===== src/rtl/mem_macros.svh =====
// memory subsystem parameters
`ifndef MEM_MACROS_SVH
`define MEM_MACROS_SVH

////////////////////
// widths

`define XLEN        32   // data and virtual address
`define PA_BITS     32   // physical address
`define PAGE_BITS   12   // 4 KiB pages

////////////////////
// translation

`define TLB_ENTRIES 4    // power of two, fill pointer wraps

// pte layout, single level table
`define PTE_V       0
`define PTE_R       1
`define PTE_W       2
`define PTE_PPN_LO  10
`define PTE_PPN_HI  29

`endif


===== src/rtl/memPkg.sv =====
// memory subsystem types
`default_nettype none
`include "mem_macros.svh"

package memPkg;

  typedef logic [`XLEN-1:0] xlenT;  // data and addresses
  typedef logic [31:0]      pteT;   // one page table entry

  // ahb-lite transfer type
  // single transfers only, so no BUSY or SEQ
  typedef enum logic [1:0] {
    IDLE   = 2'b00,
    NONSEQ = 2'b10
  } htransT;

  // page table walker
  typedef enum logic [1:0] {
    WALK_IDLE,
    WALK_READ,  // pte read handed to the lsu
    WALK_WAIT,  // pte read on the bus
    WALK_FILL   // write tlb or raise fault
  } walkStateT;

endpackage

`default_nettype wire


===== src/rtl/ahbLite.sv =====
// single-transfer AHB-Lite master
`default_nettype none
`include "mem_macros.svh"

module ahbLite (
  input  wire logic                clk,
  input  wire logic                rstN,
  input  wire logic                busStart,
  input  wire logic [`PA_BITS-1:0] busAdr,
  input  wire logic                busWrite,
  input  wire memPkg::xlenT        busWData,
  output logic                     busDone,
  output memPkg::xlenT             busRData,
  output logic [`PA_BITS-1:0]      HADDR,
  output logic                     HWRITE,
  output logic [2:0]               HSIZE,
  output memPkg::htransT           HTRANS,
  output memPkg::xlenT             HWDATA,
  input  wire memPkg::xlenT        HRDATA,
  input  wire logic                HREADY
);

  logic                addrPhaseQ;
  logic                dataPhaseQ;
  logic [`PA_BITS-1:0] adrQ;
  logic                writeQ;
  memPkg::xlenT        wDataQ;

  ////////////////////
  // phases

  // bus is idle before each transfer, so the address phase is one cycle
  always_ff @(posedge clk) begin
    if (!rstN) begin
      addrPhaseQ <= 1'b0;
      dataPhaseQ <= 1'b0;
    end else begin
      addrPhaseQ <= busStart;
      dataPhaseQ <= addrPhaseQ || (dataPhaseQ && !HREADY);  // slave stretches it
    end
  end

  always_ff @(posedge clk) begin
    if (busStart) begin
      adrQ   <= busAdr;
      writeQ <= busWrite;
      wDataQ <= busWData;  // held into the data phase
    end
  end

  assign HTRANS = addrPhaseQ ? memPkg::NONSEQ : memPkg::IDLE;
  assign HADDR  = adrQ;
  assign HWRITE = writeQ;
  assign HSIZE  = 3'b010;   // word
  assign HWDATA = wDataQ;

  assign busDone  = dataPhaseQ && HREADY;
  assign busRData = HRDATA;

  // lsu never starts while a transfer is pending
  assert property (@(posedge clk) disable iff (!rstN)
    busStart |-> !addrPhaseQ && !dataPhaseQ);

endmodule

`default_nettype wire


===== src/rtl/dtlb.sv =====
// data TLB
`default_nettype none
`include "mem_macros.svh"

module dtlb (
  input  wire logic                        clk,
  input  wire logic                        rstN,
  input  wire logic [`XLEN-`PAGE_BITS-1:0] vpn,
  output logic [`PA_BITS-`PAGE_BITS-1:0]   lookupPpn,
  output logic                             hit,
  output logic                             permR,
  output logic                             permW,
  input  wire logic                        tlbWrite,
  input  wire memPkg::pteT                 writePte,
  input  wire logic                        tlbFlush
);

  localparam int PtrBits = $clog2(`TLB_ENTRIES);

  logic [`TLB_ENTRIES-1:0]        validQ;
  logic [`XLEN-`PAGE_BITS-1:0]    tagQ [`TLB_ENTRIES];
  logic [`PA_BITS-`PAGE_BITS-1:0] ppnQ [`TLB_ENTRIES];
  logic [`TLB_ENTRIES-1:0]        readQ;
  logic [`TLB_ENTRIES-1:0]        writeQ;
  logic [PtrBits-1:0]             fillPtrQ;  // round-robin victim
  logic [`TLB_ENTRIES-1:0]        match;

  ////////////////////
  // lookup

  always_comb begin
    lookupPpn = '0;
    permR     = 1'b0;
    permW     = 1'b0;
    for (int i = 0; i < `TLB_ENTRIES; i++) begin
      match[i] = validQ[i] && (tagQ[i] == vpn);  // all tags in parallel
      if (match[i]) begin
        lookupPpn = ppnQ[i];
        permR     = readQ[i];
        permW     = writeQ[i];
      end
    end
  end

  assign hit = |match;

  ////////////////////
  // fill and flush

  always_ff @(posedge clk) begin
    if (!rstN) begin
      validQ   <= '0;
      fillPtrQ <= '0;
    end else if (tlbFlush) begin
      validQ <= '0;  // pointer keeps going
    end else if (tlbWrite) begin
      validQ[fillPtrQ] <= 1'b1;
      fillPtrQ         <= fillPtrQ + PtrBits'(1);
    end
  end

  always_ff @(posedge clk) begin
    if (tlbWrite) begin
      tagQ[fillPtrQ]   <= vpn;
      ppnQ[fillPtrQ]   <= writePte[`PTE_PPN_HI:`PTE_PPN_LO];
      readQ[fillPtrQ]  <= writePte[`PTE_R];
      writeQ[fillPtrQ] <= writePte[`PTE_W];
    end
  end

  // walker only fills after a miss, so a tag never lands twice
  assert property (@(posedge clk) disable iff (!rstN) $onehot0(match));

endmodule

`default_nettype wire


===== src/rtl/lsu.sv =====
// load/store unit
`default_nettype none
`include "mem_macros.svh"

module lsu (
  input  wire logic                clk,
  input  wire logic                rstN,
  input  wire logic                lsuReq,
  input  wire logic                lsuWrite,
  input  wire memPkg::xlenT        lsuAdr,
  input  wire memPkg::xlenT        lsuWData,
  input  wire logic                disableTranslation,
  input  wire memPkg::xlenT        satp,
  input  wire logic                tlbFlush,
  output logic                     dtlbMiss,
  input  wire logic                dtlbWrite,
  input  wire memPkg::pteT         writePte,
  output logic                     lsuAck,
  output memPkg::xlenT             lsuRData,
  output logic                     loadPageFault,
  output logic                     storePageFault,
  output logic [`PA_BITS-1:0]      HADDR,
  output logic                     HWRITE,
  output logic [2:0]               HSIZE,
  output memPkg::htransT           HTRANS,
  output memPkg::xlenT             HWDATA,
  input  wire memPkg::xlenT        HRDATA,
  input  wire logic                HREADY
);

  logic                           translate;
  logic                           idle;
  logic                           permOk;
  logic                           permFault;
  logic                           busyQ;        // bus transfer in flight
  logic                           loadFaultQ;
  logic                           storeFaultQ;
  logic                           tlbHit;
  logic                           permR;
  logic                           permW;
  logic [`XLEN-`PAGE_BITS-1:0]    vpn;
  logic [`XLEN-`PAGE_BITS-1:0]    missVpnQ;     // tag for the coming fill
  logic [`PA_BITS-`PAGE_BITS-1:0] ppn;
  logic                           busStart;
  logic                           busDone;
  logic [`PA_BITS-1:0]            busAdr;
  memPkg::xlenT                   busRData;

  assign translate = satp[`XLEN-1] && !disableTranslation;
  assign idle      = !busyQ && !loadFaultQ && !storeFaultQ;  // one request at a time

  // during a walk the lookup port carries the missed page
  assign vpn = disableTranslation ? missVpnQ : lsuAdr[`XLEN-1:`PAGE_BITS];

  assign permOk    = lsuWrite ? permW : permR;
  assign dtlbMiss  = lsuReq && idle && translate && !tlbHit;
  assign permFault = lsuReq && idle && translate && tlbHit && !permOk;
  assign busStart  = lsuReq && idle && (!translate || (tlbHit && permOk));
  assign busAdr    = translate ? {ppn, lsuAdr[`PAGE_BITS-1:0]} : lsuAdr[`PA_BITS-1:0];

  always_ff @(posedge clk) begin
    if (!rstN) begin
      busyQ       <= 1'b0;
      loadFaultQ  <= 1'b0;
      storeFaultQ <= 1'b0;
    end else begin
      if (busStart) begin
        busyQ <= 1'b1;
      end else if (busDone) begin
        busyQ <= 1'b0;
      end
      loadFaultQ  <= permFault && !lsuWrite;  // completes next cycle
      storeFaultQ <= permFault && lsuWrite;
    end
  end

  always_ff @(posedge clk) begin
    if (dtlbMiss) begin
      missVpnQ <= lsuAdr[`XLEN-1:`PAGE_BITS];
    end
  end

  assign lsuAck         = busDone || loadFaultQ || storeFaultQ;
  assign lsuRData       = busRData;
  assign loadPageFault  = loadFaultQ;
  assign storePageFault = storeFaultQ;

  dtlb dtlb (
    .clk(clk), .rstN(rstN),
    .vpn(vpn), .lookupPpn(ppn), .hit(tlbHit), .permR(permR), .permW(permW),
    .tlbWrite(dtlbWrite), .writePte(writePte), .tlbFlush(tlbFlush)
  );

  ahbLite ebu (
    .clk(clk), .rstN(rstN),
    .busStart(busStart), .busAdr(busAdr), .busWrite(lsuWrite), .busWData(lsuWData),
    .busDone(busDone), .busRData(busRData),
    .HADDR(HADDR), .HWRITE(HWRITE), .HSIZE(HSIZE), .HTRANS(HTRANS),
    .HWDATA(HWDATA), .HRDATA(HRDATA), .HREADY(HREADY)
  );

  assert property (@(posedge clk) disable iff (!rstN) !(busStart && translate && !tlbHit));

  // walker takes the port right after a miss
  assert property (@(posedge clk) disable iff (!rstN) dtlbMiss |=> disableTranslation);

endmodule

`default_nettype wire


===== src/rtl/lsuArb.sv =====
// core and walker arbiter for the lsu port
`default_nettype none

module lsuArb (
  // core
  input  wire logic         memReq,
  input  wire logic         memWrite,
  input  wire memPkg::xlenT memAdr,
  input  wire memPkg::xlenT memWData,
  output logic              memDone,
  output memPkg::xlenT      memRData,
  output logic              loadPageFault,
  output logic              storePageFault,
  // walker
  input  wire logic         walkActive,
  input  wire logic         hptwRead,
  input  wire memPkg::xlenT hptwPAdr,
  output logic              hptwReady,
  output memPkg::pteT       hptwReadPte,
  input  wire logic         walkLoadPageFault,
  input  wire logic         walkStorePageFault,
  // lsu
  output logic              lsuReq,
  output logic              lsuWrite,
  output memPkg::xlenT      lsuAdr,
  output memPkg::xlenT      lsuWData,
  output logic              disableTranslation,
  input  wire logic         lsuAck,
  input  wire memPkg::xlenT lsuRData,
  input  wire logic         lsuLoadPageFault,
  input  wire logic         lsuStorePageFault
);

  // walker owns the port for the whole walk
  assign lsuReq             = walkActive ? hptwRead : memReq;
  assign lsuWrite           = walkActive ? 1'b0 : memWrite;  // pte reads only
  assign lsuAdr             = walkActive ? hptwPAdr : memAdr;
  assign lsuWData           = memWData;
  assign disableTranslation = walkActive;  // pte address is physical

  // ack back to whoever owns the port
  assign hptwReady   = walkActive && lsuAck;
  assign hptwReadPte = lsuRData;
  assign memRData    = lsuRData;

  // walker faults end the core request as well
  assign memDone        = (!walkActive && lsuAck) || walkLoadPageFault || walkStorePageFault;
  assign loadPageFault  = lsuLoadPageFault || walkLoadPageFault;
  assign storePageFault = lsuStorePageFault || walkStorePageFault;

endmodule

`default_nettype wire


===== src/rtl/memSubsys.sv =====
// data memory subsystem top
`default_nettype none
`include "mem_macros.svh"

module memSubsys (
  input  wire logic                clk,
  input  wire logic                rstN,
  // core memory stage
  input  wire logic                memReq,
  input  wire logic                memWrite,
  input  wire memPkg::xlenT        memAdr,
  input  wire memPkg::xlenT        memWData,
  input  wire memPkg::xlenT        satp,
  input  wire logic                tlbFlush,
  output memPkg::xlenT             memRData,
  output logic                     memDone,
  output logic                     loadPageFault,
  output logic                     storePageFault,
  // ahb-lite
  output logic [`PA_BITS-1:0]      HADDR,
  output logic                     HWRITE,
  output logic [2:0]               HSIZE,
  output memPkg::htransT           HTRANS,
  output memPkg::xlenT             HWDATA,
  input  wire memPkg::xlenT        HRDATA,
  input  wire logic                HREADY
);

  // arbiter to lsu
  logic         lsuReq, lsuWrite, disableTranslation;
  memPkg::xlenT lsuAdr, lsuWData, lsuRData;
  logic         lsuAck, lsuLoadPageFault, lsuStorePageFault;
  // walker
  logic         walkActive, hptwRead, hptwReady;
  memPkg::xlenT hptwPAdr;
  memPkg::pteT  hptwReadPte, writePte;
  logic         dtlbMiss, dtlbWrite, walkLoadPageFault, walkStorePageFault;

  pageTableWalker hptw (
    .clk(clk), .rstN(rstN),
    .dtlbMiss(dtlbMiss), .satp(satp), .memAdr(memAdr), .memWrite(memWrite),
    .walkActive(walkActive), .hptwRead(hptwRead), .hptwPAdr(hptwPAdr),
    .hptwReady(hptwReady), .hptwReadPte(hptwReadPte),
    .dtlbWrite(dtlbWrite), .writePte(writePte),
    .loadPageFault(walkLoadPageFault), .storePageFault(walkStorePageFault)
  );

  lsuArb arbiter (
    .memReq(memReq), .memWrite(memWrite), .memAdr(memAdr), .memWData(memWData),
    .memDone(memDone), .memRData(memRData),
    .loadPageFault(loadPageFault), .storePageFault(storePageFault),
    .walkActive(walkActive), .hptwRead(hptwRead), .hptwPAdr(hptwPAdr),
    .hptwReady(hptwReady), .hptwReadPte(hptwReadPte),
    .walkLoadPageFault(walkLoadPageFault), .walkStorePageFault(walkStorePageFault),
    .lsuReq(lsuReq), .lsuWrite(lsuWrite), .lsuAdr(lsuAdr), .lsuWData(lsuWData),
    .disableTranslation(disableTranslation), .lsuAck(lsuAck), .lsuRData(lsuRData),
    .lsuLoadPageFault(lsuLoadPageFault), .lsuStorePageFault(lsuStorePageFault)
  );

  lsu lsu (
    .clk(clk), .rstN(rstN),
    .lsuReq(lsuReq), .lsuWrite(lsuWrite), .lsuAdr(lsuAdr), .lsuWData(lsuWData),
    .disableTranslation(disableTranslation), .satp(satp), .tlbFlush(tlbFlush),
    .dtlbMiss(dtlbMiss), .dtlbWrite(dtlbWrite), .writePte(writePte),
    .lsuAck(lsuAck), .lsuRData(lsuRData),
    .loadPageFault(lsuLoadPageFault), .storePageFault(lsuStorePageFault),
    .HADDR(HADDR), .HWRITE(HWRITE), .HSIZE(HSIZE), .HTRANS(HTRANS),
    .HWDATA(HWDATA), .HRDATA(HRDATA), .HREADY(HREADY)
  );

endmodule

`default_nettype wire


===== src/rtl/pageTableWalker.sv =====
// one-level page table walker
`default_nettype none
`include "mem_macros.svh"

module pageTableWalker (
  input  wire logic         clk,
  input  wire logic         rstN,
  input  wire logic         dtlbMiss,
  input  wire memPkg::xlenT satp,
  input  wire memPkg::xlenT memAdr,
  input  wire logic         memWrite,
  output logic              walkActive,
  output logic              hptwRead,
  output memPkg::xlenT      hptwPAdr,
  input  wire logic         hptwReady,
  input  wire memPkg::pteT  hptwReadPte,
  output logic              dtlbWrite,
  output memPkg::pteT       writePte,
  output logic              loadPageFault,
  output logic              storePageFault
);

  memPkg::walkStateT stateQ;
  memPkg::walkStateT stateNext;
  memPkg::pteT       pteQ;
  logic              pteFault;

  // root ppn << 12 plus 4 bytes per vpn index
  // root bits above the physical range drop out
  assign hptwPAdr = {satp[`PA_BITS-`PAGE_BITS-1:0], {`PAGE_BITS{1'b0}}}
                  + {{(`PA_BITS-`PAGE_BITS){1'b0}}, memAdr[21:`PAGE_BITS], 2'b00};

  ////////////////////
  // fsm

  always_comb begin
    stateNext = stateQ;
    case (stateQ)
      memPkg::WALK_IDLE: if (dtlbMiss) stateNext = memPkg::WALK_READ;
      memPkg::WALK_READ: stateNext = memPkg::WALK_WAIT;  // lsu started the read
      memPkg::WALK_WAIT: if (hptwReady) stateNext = memPkg::WALK_FILL;
      default:           stateNext = memPkg::WALK_IDLE;  // fill is one cycle
    endcase
  end

  always_ff @(posedge clk) begin
    if (!rstN) begin
      stateQ <= memPkg::WALK_IDLE;
    end else begin
      stateQ <= stateNext;
    end
  end

  always_ff @(posedge clk) begin
    if (stateQ == memPkg::WALK_WAIT && hptwReady) begin
      pteQ <= hptwReadPte;  // pte word from the bus
    end
  end

  // fill stays active so the lsu sits out the fault cycle too
  assign walkActive = stateQ != memPkg::WALK_IDLE;
  assign hptwRead   = stateQ == memPkg::WALK_READ || stateQ == memPkg::WALK_WAIT;

  assign pteFault       = stateQ == memPkg::WALK_FILL && !pteQ[`PTE_V];
  assign dtlbWrite      = stateQ == memPkg::WALK_FILL && pteQ[`PTE_V];
  assign writePte       = pteQ;
  assign loadPageFault  = pteFault && !memWrite;  // core holds memWrite
  assign storePageFault = pteFault && memWrite;

  assert property (@(posedge clk) disable iff (!rstN)
    !(dtlbWrite && (loadPageFault || storePageFault)));

  // retried lookup after a fill must hit
  assert property (@(posedge clk) disable iff (!rstN) dtlbWrite |=> !dtlbMiss);

endmodule

`default_nettype wire


===== config.mk =====
export PLATFORM = sky130hd
export DESIGN_NAME = memSubsys
export DESIGN_NICKNAME = d
export VERILOG_FILES = /design/src/rtl/memPkg.sv /design/src/rtl/ahbLite.sv /design/src/rtl/dtlb.sv /design/src/rtl/lsu.sv /design/src/rtl/lsuArb.sv /design/src/rtl/memSubsys.sv /design/src/rtl/pageTableWalker.sv
export VERILOG_INCLUDE_DIRS = /design/src /design/src/rtl
export SDC_FILE = /design/constraint.sdc
export NUM_CORES = 1
export LEC_CHECK = 0
export CORE_ASPECT_RATIO = 0.75
export CORE_MARGIN = 2
export CORE_UTILIZATION = 24
export CTS_CLUSTER_SIZE = 8
export DETAILED_ROUTE_END_ITERATION = 6
export DONT_BUFFER_PORTS = 1
export SYNTH_ARGS = -nofsm -noshare
export SYNTH_HDL_FRONTEND = slang
export SYNTH_SLANG_ARGS = --single-unit

===== constraint.sdc =====
create_clock -name clk -period 11.61 [get_ports clk]
set_input_delay 0 -clock clk [delete_from_list [all_inputs] [get_ports clk]]
set_output_delay 0 -clock clk [all_outputs]
set_load 0.005 [all_outputs]

==> metrics.md, run 1 <==
| Metric | Value |
|---|---|
| MaxCap Viol Count | `0` |
| Die Wd | `267 um` |
| Gpl congestion | `0.900` |
| CTS clk-pin slew, worst paths | `approximately 0.050 ns` |
| Clk_lat worst skew | `0.54 ns` |
| HPWL after DPL | `23600 um` |
| Ports | `239` |
| CP max-delay cell | `ha_2` |
| Total Wirelength | `36400 um` |
| First-pass GRT wire length | `51800 um` |
| PortBufs | `0` |
| Required @ worst endpoint | `11.76 ns` |
| Vias/cell | `4.53` |
| Synthesized flop and latch total | `slightly below 300` |
| Synth Instances | `860` |
| Async SR Flop Fraction | `0%` |
| CP startpoint kind | `register` |
| Clk_skew | `0.0265 ns` |
| Slew margin rel. | `between 20% and 30%` |
| Post-synth EDFFs | `276` |
| Clock buffer depth | `3` |
| Hold Slack | `-0.00865 ns` |
| Hold Crit Class | `in2reg` |
| Area delta synth->final | `24.5%` |
| Crit path buf inv count | `5` |
| CTS Buf Count | `42` |
| Antenna-violating nets left | `0` |
| Cell mode on critical path | `buf_4` |
| Die Y | `201 um` |
| Most common cell after layout, fill and taps aside | `edfxtp_1` |
| CP Class | `reg2reg` |
| DRT Pass-1 Iters | `6` |
| Worst IR drop on VDD | `about 0.13 mV` |
| Starting Density | `24.2%` |
| Slew @ Worst Pin | `between 1 and 1.5 ns` |
| CTS H-tree depth | `2` |
| 1st-iter DRT viols | `between 700 and 800` |
| Critical-path maximum fanout | `54` |
| CTS Root Cell | `clkbuf_16` |
| Finish-stage setup viols | `0` |
| Most frequent cells in the layout | `edfxtp_1 (276), dlygate4sd3_1 (115), inv_1 (58)` |
| Drt drc | `0` |
| Worst path top cell family by delay | `buffers and inverters` |
| Post-synth top area share | `66.6%` |
| Setup WS pre-CTS | `5.62 ns` |
| RSZ-0062 raised after global routing | `no` |
| Total Neg Setup Slack | `0 ns` |
| Share of cells above drive strength 1 | `approximately 12%` |
| Area contributors post-synth | `edfxtp_1 (67%), buf_4 (2.4%), xor2_1 (2.3%)` |
| Post-Synthesis Cell Area | `12500 um^2` |
| Synth Flop Type | `edfxtp_1` |
| Initial antenna violation count | `1` |
| Max Clk Rate | `156 MHz` |
| Clock sink count | `289` |
| Violated checks | `negative hold slack` |
| Filler cells | `5072` |
| Status | `finished with violations` |
| Arrival @ worst endpoint | `6.55 ns` |
| Tmin final | `between 6 and 7 ns` |
| Max incr delay on CP | `0.96 ns` |
| Final core utilization | `30.1%` |
| CTS tree | `built` |
| Final Cycle Share | `55.2%` |
| Die Footprint | `53700 um^2` |
| Fin. Hold Viols | `1` |
| CP Capture Type | `register` |
| Most area-hungry cell type in the Yosys netlist | `edfxtp_1` |
| GRT overflow | `0` |
| Cell row count | `72` |
| Yosys cell types | `70` |
| Pwr dens | `roughly 240 nW/um^2` |
| Worst Setup Slack, final | `roughly 5.2 ns` |
| Lkg Pwr | `5.34 nW` |
| Seq/Total Area, Yosys | `68.6%` |
| Final Max Tran Viols | `0` |
| Via count | `about 7700` |
| Cells along the critical path | `inv_1 > ha_2 > mux2i_1 > dlygate4sd3_1 > buf_4 > mux2_2 > xnor2_1 > nor3_1 > nand4_1 > or3_1 > buf_4 > o211ai_1 > a21oi_2 > nor2b_4 > buf_4` |
| Yosys warning count | `0` |
| Nets@finish | `1119` |
| All-layer global routing usage | `13.1%` |
| WL/cell | `~21 um` |
| Vias in the first global route | `7626` |
| Largest net degree at the start of global routing | `55` |
| Syn_area_per_cell | `14.5 um^2` |
| Core outline area | `51400 um^2` |
sequential cells by signal, indices dropped and copies added, names as in the netlist:
register	flops
lsu.ebu.HWRITE	1
hptw.writePte	23
lsu.ebu.HADDR	32
hptw.stateQ	2
lsu.ebu.dataPhaseQ	1
lsu.loadPageFault	1
lsu.dtlb.fillPtrQ	2
lsu.missVpnQ	20
lsu.dtlb.readQ	4
lsu.storePageFault	1
lsu.dtlb.writeQ	4
lsu.dtlb.ppnQ	80
lsu.busyQ	1
lsu.dtlb.tagQ	80
lsu.ebu.addrPhaseQ	1
lsu.dtlb.validQ	4
lsu.ebu.HWDATA	32
cells in the mapped netlist (4+ instances only):
| master | instances |
|---|---|
| buf_2 | 8 |
| inv_1 | 58 |
| o21ai_0 | 4 |
| a222oi_1 | 4 |
| nor4_1 | 10 |
| mux2i_2 | 6 |
| mux2i_1 | 14 |
| a21oi_1 | 21 |
| a211o_1 | 6 |
| nand2_1 | 52 |
| buf_1 | 4 |
| a31oi_1 | 4 |
| clkbuf_1 | 13 |
| o22ai_1 | 13 |
| nor2_1 | 45 |
| a221oi_2 | 10 |
| nand3_1 | 8 |
| mux2_2 | 19 |
| nand2b_1 | 5 |
| xor2_1 | 33 |
| a22oi_1 | 9 |
| and3_1 | 4 |
| ha_1 | 8 |
| a21boi_1 | 17 |
| buf_4 | 39 |
| nor3_1 | 5 |
| a221oi_1 | 13 |
| edfxtp_1 | 276 |
| o21ai_1 | 20 |
| nor2b_1 | 9 |
| nor3b_1 | 4 |
| nand4_1 | 7 |
| dfxtp_1 | 13 |
| xnor2_1 | 30 |
| and2_1 | 6 |
| a21o_1 | 4 |
power by group:
| group | switching [mW] | internal (mW) | leakage [nW] |
|---|---|---|---|
| combinational | 0.667 | 0.354 | 2.13 |
| sequential | 0.0848 | 1.39 | 2.62 |
| clock | 0.442 | 0.704 | 0.589 |
| total | 1.19 | 2.45 | 5.34 |
routing by layer:
metal  share of wire, %  global-route usage [%]  wire length, um
met1                 46                    19.3            16800
met2                 42                    19.0            15300
met3                 10                    4.15             3710
met4                1.6                    2.47              572
met5                  0                       0                0
worst register-to-register path: cells and delay by family, from the launching register on:
| kind | cells | cell delay (ns) |
|---|---|---|
| flip-flops | 1 | 0.33 |
| adder cells (fa/ha/maj) | 1 | 0.96 |
| multiplexers | 2 | 0.56 |
| XOR/XNOR | 1 | 0.14 |
| AND/OR/NAND/NOR | 4 | 1.57 |
| buffers and inverters | 5 | 1.88 |
| AO/OA/AOI/OAI | 2 | 0.51 |
through the flow:
stage	instances	cell area, um^2	power, mW
detailed placement	1521	13100	2.43
floorplan	862	12500	2.09
global route	1707	15500	3.81
finish	1707	15500	3.64
global placement	1521	13100	2.42
CTS	1706	15500	3.66
logic make-up after synthesis:
| family | share of synthesized area (%) |
|---|---|
| and+or+nand+nor | 6.69 |
| adders and majority gates | 0.804 |
| other | 0.0603 |
| AOI/OAI and AO/OA | 10.2 |
| buffers and inverters | 5.14 |
| xor gates and xnor gates | 4.43 |
| muxes | 4.05 |
| DFF | 68.6 |
cell type report:
cell class                 count  area, um^2  share of cell area [%]
sequential                   289        8550                    55.1
multi-input combinational    449        3310                    21.4
tap                          703         880                    5.67
inverter                      58         218                    1.40
clock buffer                  66        1160                    7.50
clock inverter                 4        63.8                   0.412
timing repair buffer         137        1320                    8.49
antenna                        1        2.50                  0.0161
final timing paths:
| kind | startpoint | endpoint | slack (ns) | cells after the start |
|---|---|---|---|---|
| max reg2reg | hptw.stateQ[0] | lsu.ebu.HWDATA[15] | 5.20 | 15 |
| min | memAdr[12] | lsu.missVpnQ[0] | -0.009 | 2 |
| min reg2reg | lsu.dtlb.validQ[0] | lsu.dtlb.validQ[0] | 0.47 | 2 |
| max | hptw.stateQ[0] | lsu.ebu.HWDATA[15] | 5.20 | 15 |
repair_timing:
action	4_1_cts	5_1_grt
gates resized for setup	0	0
hold buffers	115	0
setup buffers	0	0
endpoints found under the hold margin	109	0
Power figures use the tool's default switching activity.
==> inputs of run 2 (changes only) <==
--- a/config.mk
+++ b/config.mk
@@ -6,6 +6,7 @@
 export SDC_FILE = /design/constraint.sdc
 export NUM_CORES = 1
 export LEC_CHECK = 0
+export ABC_AREA = 1
 export CORE_ASPECT_RATIO = 0.75
 export CORE_MARGIN = 2
 export CORE_UTILIZATION = 24
==> constraint.sdc (replaced) <==
create_clock -name clk -period 5.13 [get_ports clk]
set_input_delay 0 -clock clk [delete_from_list [all_inputs] [get_ports clk]]
set_output_delay 0 -clock clk [all_outputs]
set_load 0.005 [all_outputs]
==> run 2 against run 1 <==
Against the previous run:
- sequential share of layout area shrank 1.2 points
- first-iteration DRC count rose by 23%
- the run now ends clean
- largest cell class unchanged
- die area grew 3.5%
- non-clock buffer count up 5
- combinational power rose to 3.1 times the previous value
- routed wire length rose by 5.4%
- design area is 2.3% higher
- core utilization shrank 0.27 points
- critical path type unchanged
==> metrics.md, run 2 <==
| Metric | Value |
|---|---|
| Hold Crit Class | `in2out (was in2reg)` |
| Total Wirelength | `38300 um (was 36400 um)` |
| Tmin final | `4.86 ns (was 6.41 ns)` |
| Post-Synthesis Cell Area | `12900 um^2 (was 12500 um^2)` |
| Core outline area | `53100 um^2 (was 51400 um^2)` |
| Pwr dens | `569 nW/um^2 (was 235 nW/um^2)` |
| Largest registers | `lsu.dtlb.ppnQ (80), lsu.dtlb.tagQ (80) (unchanged)` |
| Worst IR drop on VDD | `0.420 mV (was 0.130 mV)` |
| Final core utilization | `29.9% (was 30.1%)` |
| Largest net degree at the start of global routing | `72 (was 55)` |
| Vias in the first global route | `8878 (was 7626)` |
| CTS Root Cell | `clkbuf_16 (unchanged)` |
| Cell Area, Placed | `13500 um^2 (was 13100 um^2)` |
| Final Cycle Share | `94.7% (was 55.2%)` |
| Gpl congestion | `0.877 (was 0.900)` |
| CP Capture Type | `register (unchanged)` |
| Vias/cell | `4.49 (was 4.53)` |
| Synth Flop Type | `edfxtp_1 (unchanged)` |
| Antenna-violating nets left | `0 (unchanged)` |
| Worst Setup Slack, final | `0.273 ns (was 5.20 ns)` |
| Hold Slack | `0.00000276 ns (was -0.00865 ns)` |
| Max Clk Rate | `206 MHz (was 156 MHz)` |
| GRT overflow | `0 (unchanged)` |
| Lkg Pwr | `6.15 nW (was 5.34 nW)` |
| CP startpoint kind | `register (unchanged)` |
| Die Footprint | `55600 um^2 (was 53700 um^2)` |
| CP Class | `reg2reg (unchanged)` |
| Via count | `9142 (was 7725)` |
| Max incr delay on CP | `0.57 ns (was 0.96 ns)` |
| Finished Cell Area | `15900 um^2 (was 15500 um^2)` |
| Die Y | `205 um (was 201 um)` |
| Crit path buf inv count | `7 (was 5)` |
| CTS Buf Count | `42 (unchanged)` |
| Clk_lat worst skew | `0.54 ns (about the same)` |
| Ports | `239 (unchanged)` |
| Post_cts resized | `0 (unchanged)` |
| Clock sink count | `289 (unchanged)` |
| Critical-path maximum fanout | `21 (was 54)` |
| Filler cells | `5403 (was 5072)` |
| Required @ worst endpoint | `5.61 ns (was 11.76 ns)` |
| DRT Pass-1 Iters | `7 (was 6)` |
| RSZ-0062 raised after global routing | `no (unchanged)` |
| Placed Cells | `1857 (was 1521)` |
| Slew @ Worst Pin | `0.776 ns (was 1.13 ns)` |
| Most frequent cells after synthesis | `nand2_1 (333), edfxtp_1 (276), nand3_1 (134), inv_1 (115), nor2_1 (91) (was edfxtp_1 (276), inv_1 (58), nand2_1 (52), nor2_1 (45), buf_4 (39))` |
| PortBufs | `0 (unchanged)` |
| Most common cell after layout, fill and taps aside | `nand2_1 (was edfxtp_1)` |
| Arrival @ worst endpoint | `5.33 ns (was 6.55 ns)` |
| CP max-delay cell | `dlygate4sd3_1 (was ha_2)` |
| Die Wd | `272 um (was 267 um)` |
| HPWL after DPL | `26500 um (was 23600 um)` |
| Yosys warning count | `0 (unchanged)` |
| Area delta synth->final | `22.9% (was 24.5%)` |
| Post-synth top area share | `64.3% (was 66.6%)` |
| MaxCap Viol Count | `0 (unchanged)` |
| Setup WS pre-CTS | `0.948 ns (was 5.62 ns)` |
| Synthesized flop and latch total | `289 (unchanged)` |
| Clock buffer depth | `3 (unchanged)` |
| Synth Instances | `1194 (was 860)` |
| CTS H-tree depth | `2 (unchanged)` |
| Final Max Tran Viols | `0 (unchanged)` |
| Starting Density | `24.3% (was 24.2%)` |
| Finish-stage setup viols | `0 (unchanged)` |
| Area contributors post-synth | `edfxtp_1 (64%), nand2_1 (9.7%), nand3_1 (5.2%) (was edfxtp_1 (67%), buf_4 (2.4%), xor2_1 (2.3%))` |
| All-layer global routing usage | `13.3% (was 13.1%)` |
| Status | `complete, no violations (was finished with violations)` |
| CTS clk-pin slew, worst paths | `0.05 ns (about the same)` |
| WL/cell | `18.8 um (was 21.3 um)` |
| Fin. Hold Viols | `0 (was 1)` |
| 1st-iter DRT viols | `947 (was 773)` |
| Initial antenna violation count | `5 (was 1)` |
| Share of cells above drive strength 1 | `8.47% (was 12.3%)` |
| Most common cell in the netlist | `nand2_1 (was edfxtp_1)` |
| Seq/Total Area, Yosys | `66.3% (was 68.6%)` |
| Nets@finish | `1455 (was 1119)` |
| Cell row count | `73 (was 72)` |
| Most area-hungry cell type in the Yosys netlist | `edfxtp_1 (unchanged)` |
| Async SR Flop Fraction | `0% (unchanged)` |
| Slew margin rel. | `48.2% (was 24.8%)` |
| Clk_skew | `0.0179 ns (was 0.0265 ns)` |
| Yosys cell types | `35 (was 70)` |
| CTS tree | `built (unchanged)` |
| Most frequent cells in the layout | `nand2_1 (333), edfxtp_1 (276), nand3_1 (134) (was edfxtp_1 (276), dlygate4sd3_1 (115), inv_1 (58))` |
| Total Neg Setup Slack | `0 ns (unchanged)` |
| Cell mode on critical path | `nand2_1 (was buf_4)` |
| Post-CTS Setup Repair Bufs | `0 (unchanged)` |
| Syn_area_per_cell | `10.8 um^2 (was 14.5 um^2)` |
| First-pass GRT wire length | `55400 um (was 51800 um)` |
| Finished Layout Cells | `2038 (was 1707)` |
| Total power | `9.02 mW (was 3.64 mW)` |
| Post-synth EDFFs | `276 (unchanged)` |
| Worst path top cell family by delay | `buffers and inverters (unchanged)` |
| Drt drc | `0 (unchanged)` |
==> run 2: changes by cell type after synthesis, sizes merged, moves of 14 or more <==
cell | before | now
nand2 | 52 | 352
nand3 | 8 | 141
inv | 58 | 119
nor2 | 45 | 97
xor2 | 33 | 1
xnor2 | 30 | 5
a221oi | 23 | 0
mux2i | 23 | 0
or2 | 1 | 24
nand3b | 0 | 22
a21boi | 20 | 0
mux2 | 19 | 0
o2111ai | 3 | 17
==> run 2: worst register-to-register path, cell delays in order, from the launching register on <==
cell and delay, ns:
dfxtp_1 0.36, inv_1 0.10, ha_1 0.35, inv_2 0.28, buf_4 0.28, nand2_1 0.10, nand2_1 0.12, nand2_2 0.10
nand2_1 0.21, nand2_1 0.07, nand2_1 0.07, nand3_1 0.11, nor2_1 0.20, nand2_1 0.09, nor2_2 0.22, buf_4 0.35
inv_1 0.08, nand2_1 0.08, nor2_1 0.08, nand2_1 0.08, nand2_1 0.11, nand3_1 0.10, nand2_1 0.06, dlygate4sd3_1 0.57
nor2_1 0.10, dlygate4sd3_1 0.55
==> run 2: repair_timing <==
action | CTS | global route
setup endpoints to repair | 0 | 0
hold buffers | 124 | 0
hold endpoints to repair | 140 | 0
==> run 2: cell families after synthesis <==
logic type	count (synthesis)	synth area share, %
xor gates and xnor gates	6	0.407
adders and majority gates	8	0.776
AOI/OAI and AO/OA	56	2.68
and+or+nand+nor	645	22.4
other	2	0.0582
buffers and inverters	188	7.39
DFF	289	66.3
==> run 2: cell type report <==
| type | instances | area, um^2 | share of cell area (%) |
|---|---|---|---|
| Antenna cell | 3 | 7.51 | 0.0474 |
| Timing Repair Buffer | 142 | 1400 | 8.84 |
| Clock buffer | 49 | 1080 | 6.80 |
| Sequential cell | 289 | 8550 | 53.9 |
| Inverter | 119 | 447 | 2.82 |
| Clock inverter | 5 | 68.8 | 0.434 |
| Multi-Input combinational cell | 719 | 3410 | 21.5 |
| Tap cell | 712 | 891 | 5.62 |
==> run 2: power by group <==
group	switching (mW)	total, mW	internal, mW	leakage, nW
Sequential	0.140	3.34	3.20	2.62
Clock	0.984	2.50	1.51	0.560
Combinational	2.26	3.19	0.931	2.97
==> run 2: metal layers <==
| metal | vias to the layer above | share of wire (%) | global-route usage (%) |
|---|---|---|---|
| met5 | - | 0.063 | 0 |
| met3 | 45 | 11 | 5.02 |
| li1 | 4218 | - | - |
| met1 | 4392 | 47 | 19.4 |
| met4 | 4 | 1.3 | 2.41 |
| met2 | 483 | 40 | 18.8 |
==> run 2: final timing paths <==
kind / from / end / slack, ns / depth (start not counted)
setup / recovery: hptw.stateQ[0] / hptw.stateQ[1] / 0.27 / 25
hold / removal: HRDATA[25] / memRData[25] / 0.000003 / 0
setup reg to reg: hptw.stateQ[0] / hptw.stateQ[1] / 0.27 / 25
hold reg to reg: lsu.dtlb.validQ[0] / lsu.dtlb.validQ[0] / 0.48 / 2
==> inputs of run 3 (changes only) <==
==> constraint.sdc (replaced) <==
create_clock -name clk -period 5.9 [get_ports clk]
set_input_delay 0 -clock clk [delete_from_list [all_inputs] [get_ports clk]]
set_output_delay 0 -clock clk [all_outputs]
set_load 0.005 [all_outputs]
==> run 3 against run 2 <==
Against the previous run:
- global-route usage shrank 0.21 points
- via count shrank 1.9%
- core utilization is essentially flat
- die area is the same
- largest power group unchanged
- clock skew grew 0.0046 ns
- routed wire length shrank 1.8%
- clock power shrank 12%
- critical endpoint unchanged
- maximum frequency grew 4.2%
- first-iteration DRC count shrank 6.7%
- flip-flop and latch count is the same
- critical path type unchanged
- non-clock buffer count shrank 4
- sequential share of layout area grew 0.081 points
==> metrics.md, run 3 (synthesis gave the netlist of run 2 again) <==
| Metric | Value |
|---|---|
| CTS H-tree depth | `2 (unchanged)` |
| Critical-path maximum fanout | `28 (was 21)` |
| Initial antenna violation count | `4 (was 5)` |
| Clock sink count | `289 (unchanged)` |
| Hold Crit Class | `in2out (unchanged)` |
| Worst R2R End | `hptw.stateQ[1] (unchanged)` |
| Via count | `8971 (was 9142)` |
| Most common cell after layout, fill and taps aside | `nand2_1 (unchanged)` |
| Filler cells | `5432 (was 5403)` |
| Largest registers | `lsu.dtlb.ppnQ (80), lsu.dtlb.tagQ (80) (unchanged)` |
| HPWL after DPL | `26200 um (was 26500 um)` |
| RSZ-0062 raised after global routing | `no (unchanged)` |
| Die Wd | `272 um (unchanged)` |
| Vias/cell | `4.41 (was 4.49)` |
| Area delta synth->final | `22.7% (was 22.9%)` |
| R2R Setup Slk | `1.24 ns (was 0.27 ns)` |
| Arrival @ worst endpoint | `5.08 ns (was 5.33 ns)` |
| CTS Buf Count | `42 (unchanged)` |
| Most frequent cells in the layout | `nand2_1 (333), edfxtp_1 (276), nand3_1 (134) (unchanged)` |
| Die Y | `205 um (unchanged)` |
| Die Footprint | `55600 um^2 (unchanged)` |
| Vias in the first global route | `8518 (was 8878)` |
| Total Neg Setup Slack | `0 ns (unchanged)` |
| First-pass GRT wire length | `54100 um (was 55400 um)` |
| PortBufs | `0 (unchanged)` |
| Status | `complete, no violations (unchanged)` |
| Crit path launch | `hptw.stateQ[0] (unchanged)` |
| Finish-stage setup viols | `0 (unchanged)` |
| R2R cell count | `22 (was 25)` |
| Worst IR drop on VDD | `0.281 mV (was 0.420 mV)` |
| DRT Pass-1 Iters | `5 (was 7)` |
| Starting Density | `24.3% (unchanged)` |
| Setup WS pre-CTS | `1.37 ns (was 0.948 ns)` |
| MaxCap Viol Count | `0 (unchanged)` |
| Tmin final | `4.66 ns (was 4.86 ns)` |
| Clk_skew | `0.0224 ns (was 0.0179 ns)` |
| Share of cells above drive strength 1 | `8.12% (was 8.47%)` |
| WL/cell | `18.5 um (was 18.8 um)` |
| Required @ worst endpoint | `6.32 ns (was 5.61 ns)` |
| CTS tree | `built (unchanged)` |
| Largest net degree at the start of global routing | `72 (unchanged)` |
| GRT overflow | `0 (unchanged)` |
| Reg2reg start | `hptw.stateQ[0] (unchanged)` |
| Final Cycle Share | `79.0% (was 94.7%)` |
| Ports | `239 (unchanged)` |
| Max Clk Rate | `215 MHz (was 206 MHz)` |
| Fin. Hold Viols | `0 (unchanged)` |
| Total Wirelength | `37700 um (was 38300 um)` |
| 1st-iter DRT viols | `884 (was 947)` |
| Gpl congestion | `0.886 (was 0.877)` |
| Critical hold path startpoint | `HRDATA[25] (unchanged)` |
| Final Max Tran Viols | `0 (unchanged)` |
| Worst Setup Slack, final | `1.24 ns (was 0.273 ns)` |
| Nets@finish | `1451 (was 1455)` |
| Pwr dens | `494 nW/um^2 (was 569 nW/um^2)` |
| Slew margin rel. | `19.2% (was 48.2%)` |
| CP Capture Type | `register (unchanged)` |
| Antenna-violating nets left | `0 (unchanged)` |
| Hold Slack | `0.00000238 ns (was 0.00000276 ns)` |
| All-layer global routing usage | `13.1% (was 13.3%)` |
| Drt drc | `0 (unchanged)` |
| Slew @ Worst Pin | `1.21 ns (was 0.776 ns)` |
| Worst setup path end | `hptw.stateQ[1] (unchanged)` |
| CTS Root Cell | `clkbuf_16 (unchanged)` |
| CP Class | `reg2reg (unchanged)` |
| Core outline area | `53100 um^2 (unchanged)` |
| Clock buffer depth | `3 (unchanged)` |
| CTS clk-pin slew, worst paths | `0.04 ns (was 0.05 ns)` |
| Cell row count | `73 (unchanged)` |
| Lkg Pwr | `6.14 nW (was 6.15 nW)` |
| Footprint of the multi-input gates | `3410 um^2 (unchanged)` |
| Clk_lat worst skew | `0.55 ns (was 0.54 ns)` |
| Register Area | `8550 um^2 (unchanged)` |
| CP startpoint kind | `register (unchanged)` |
-- run 3: metal layers --
metal / global-route usage, % / routed length (um) / up-vias
met4: 2.41 / 496 / 2
met1: 19.4 / 17800 / 4259
met5: 0 / 11 / -
met3: 5.09 / 4600 / 47
met2: 17.9 / 14700 / 447
li1: - / - / 4216
-- run 3: worst min path at each step --
stage / endpoint / slack, ns / cells after the start
6_report: memRData[25] / 0.000002 / 0
5_1_grt: memRData[25] / 0.000007 / 0
3_3_place_gp: memRData[30] / 0.00003 / 0
3_5_place_dp: memRData[30] / 0.00003 / 0
2_1_floorplan: memRData[0] / 0.08 / 1
4_1_cts: memRData[30] / 0.00003 / 0
-- run 3: stage by stage --
step                      power, mW  cells  utilization (%)  cell area, um^2
after floorplan                4.63   1196                -            12900
after global placement         5.35   1852             25.3            13400
after detailed placement       5.39   1852             25.3            13400
after CTS                      7.84   2030             29.8            15800
after global routing           8.24   2030             29.8            15800
final                          7.82   2033             29.8            15800
-- run 3: layout make-up --
type	count	share of cell area, %
flip-flops and latches	289	54.0
multi-input cells	719	21.5
repair buffers	138	8.60
clock buffers	49	6.94
well taps	712	5.63
inverters	119	2.82
clock inverters	4	0.403
diodes	3	0.0474
-- run 3: power by group --
group | internal, mW | switching [mW]
registers | 2.78 | 0.122
logic | 0.774 | 1.94
clock network | 1.34 | 0.857
-- run 3: repair_timing --
action                                  in CTS  in global routing
hold buffers                               125                  0
resized for setup                            0                  0
endpoints found under the hold margin      146                  0
setup buffers                                0                  0
endpoints found under the setup margin       0                  0
-- run 3: critical path: stages (launching register included) --
cell,delay [ns]
dfxtp_1,0.35
inv_1,0.09
ha_1,0.40
inv_2,0.54
nand2_1,0.15
nand2_1,0.16
nand2_2,0.10
nand2_1,0.23
nand2_1,0.09
nand2_1,0.09
nand3_1,0.07
nor2_1,0.21
nand2_1,0.10
nor2_2,0.24
buf_4,0.36
inv_1,0.07
nand2_1,0.15
nor2_1,0.10
nand2_1,0.08
nand2_1,0.12
a21oi_1,0.20
nor2_1,0.06
dlygate4sd3_1,0.55
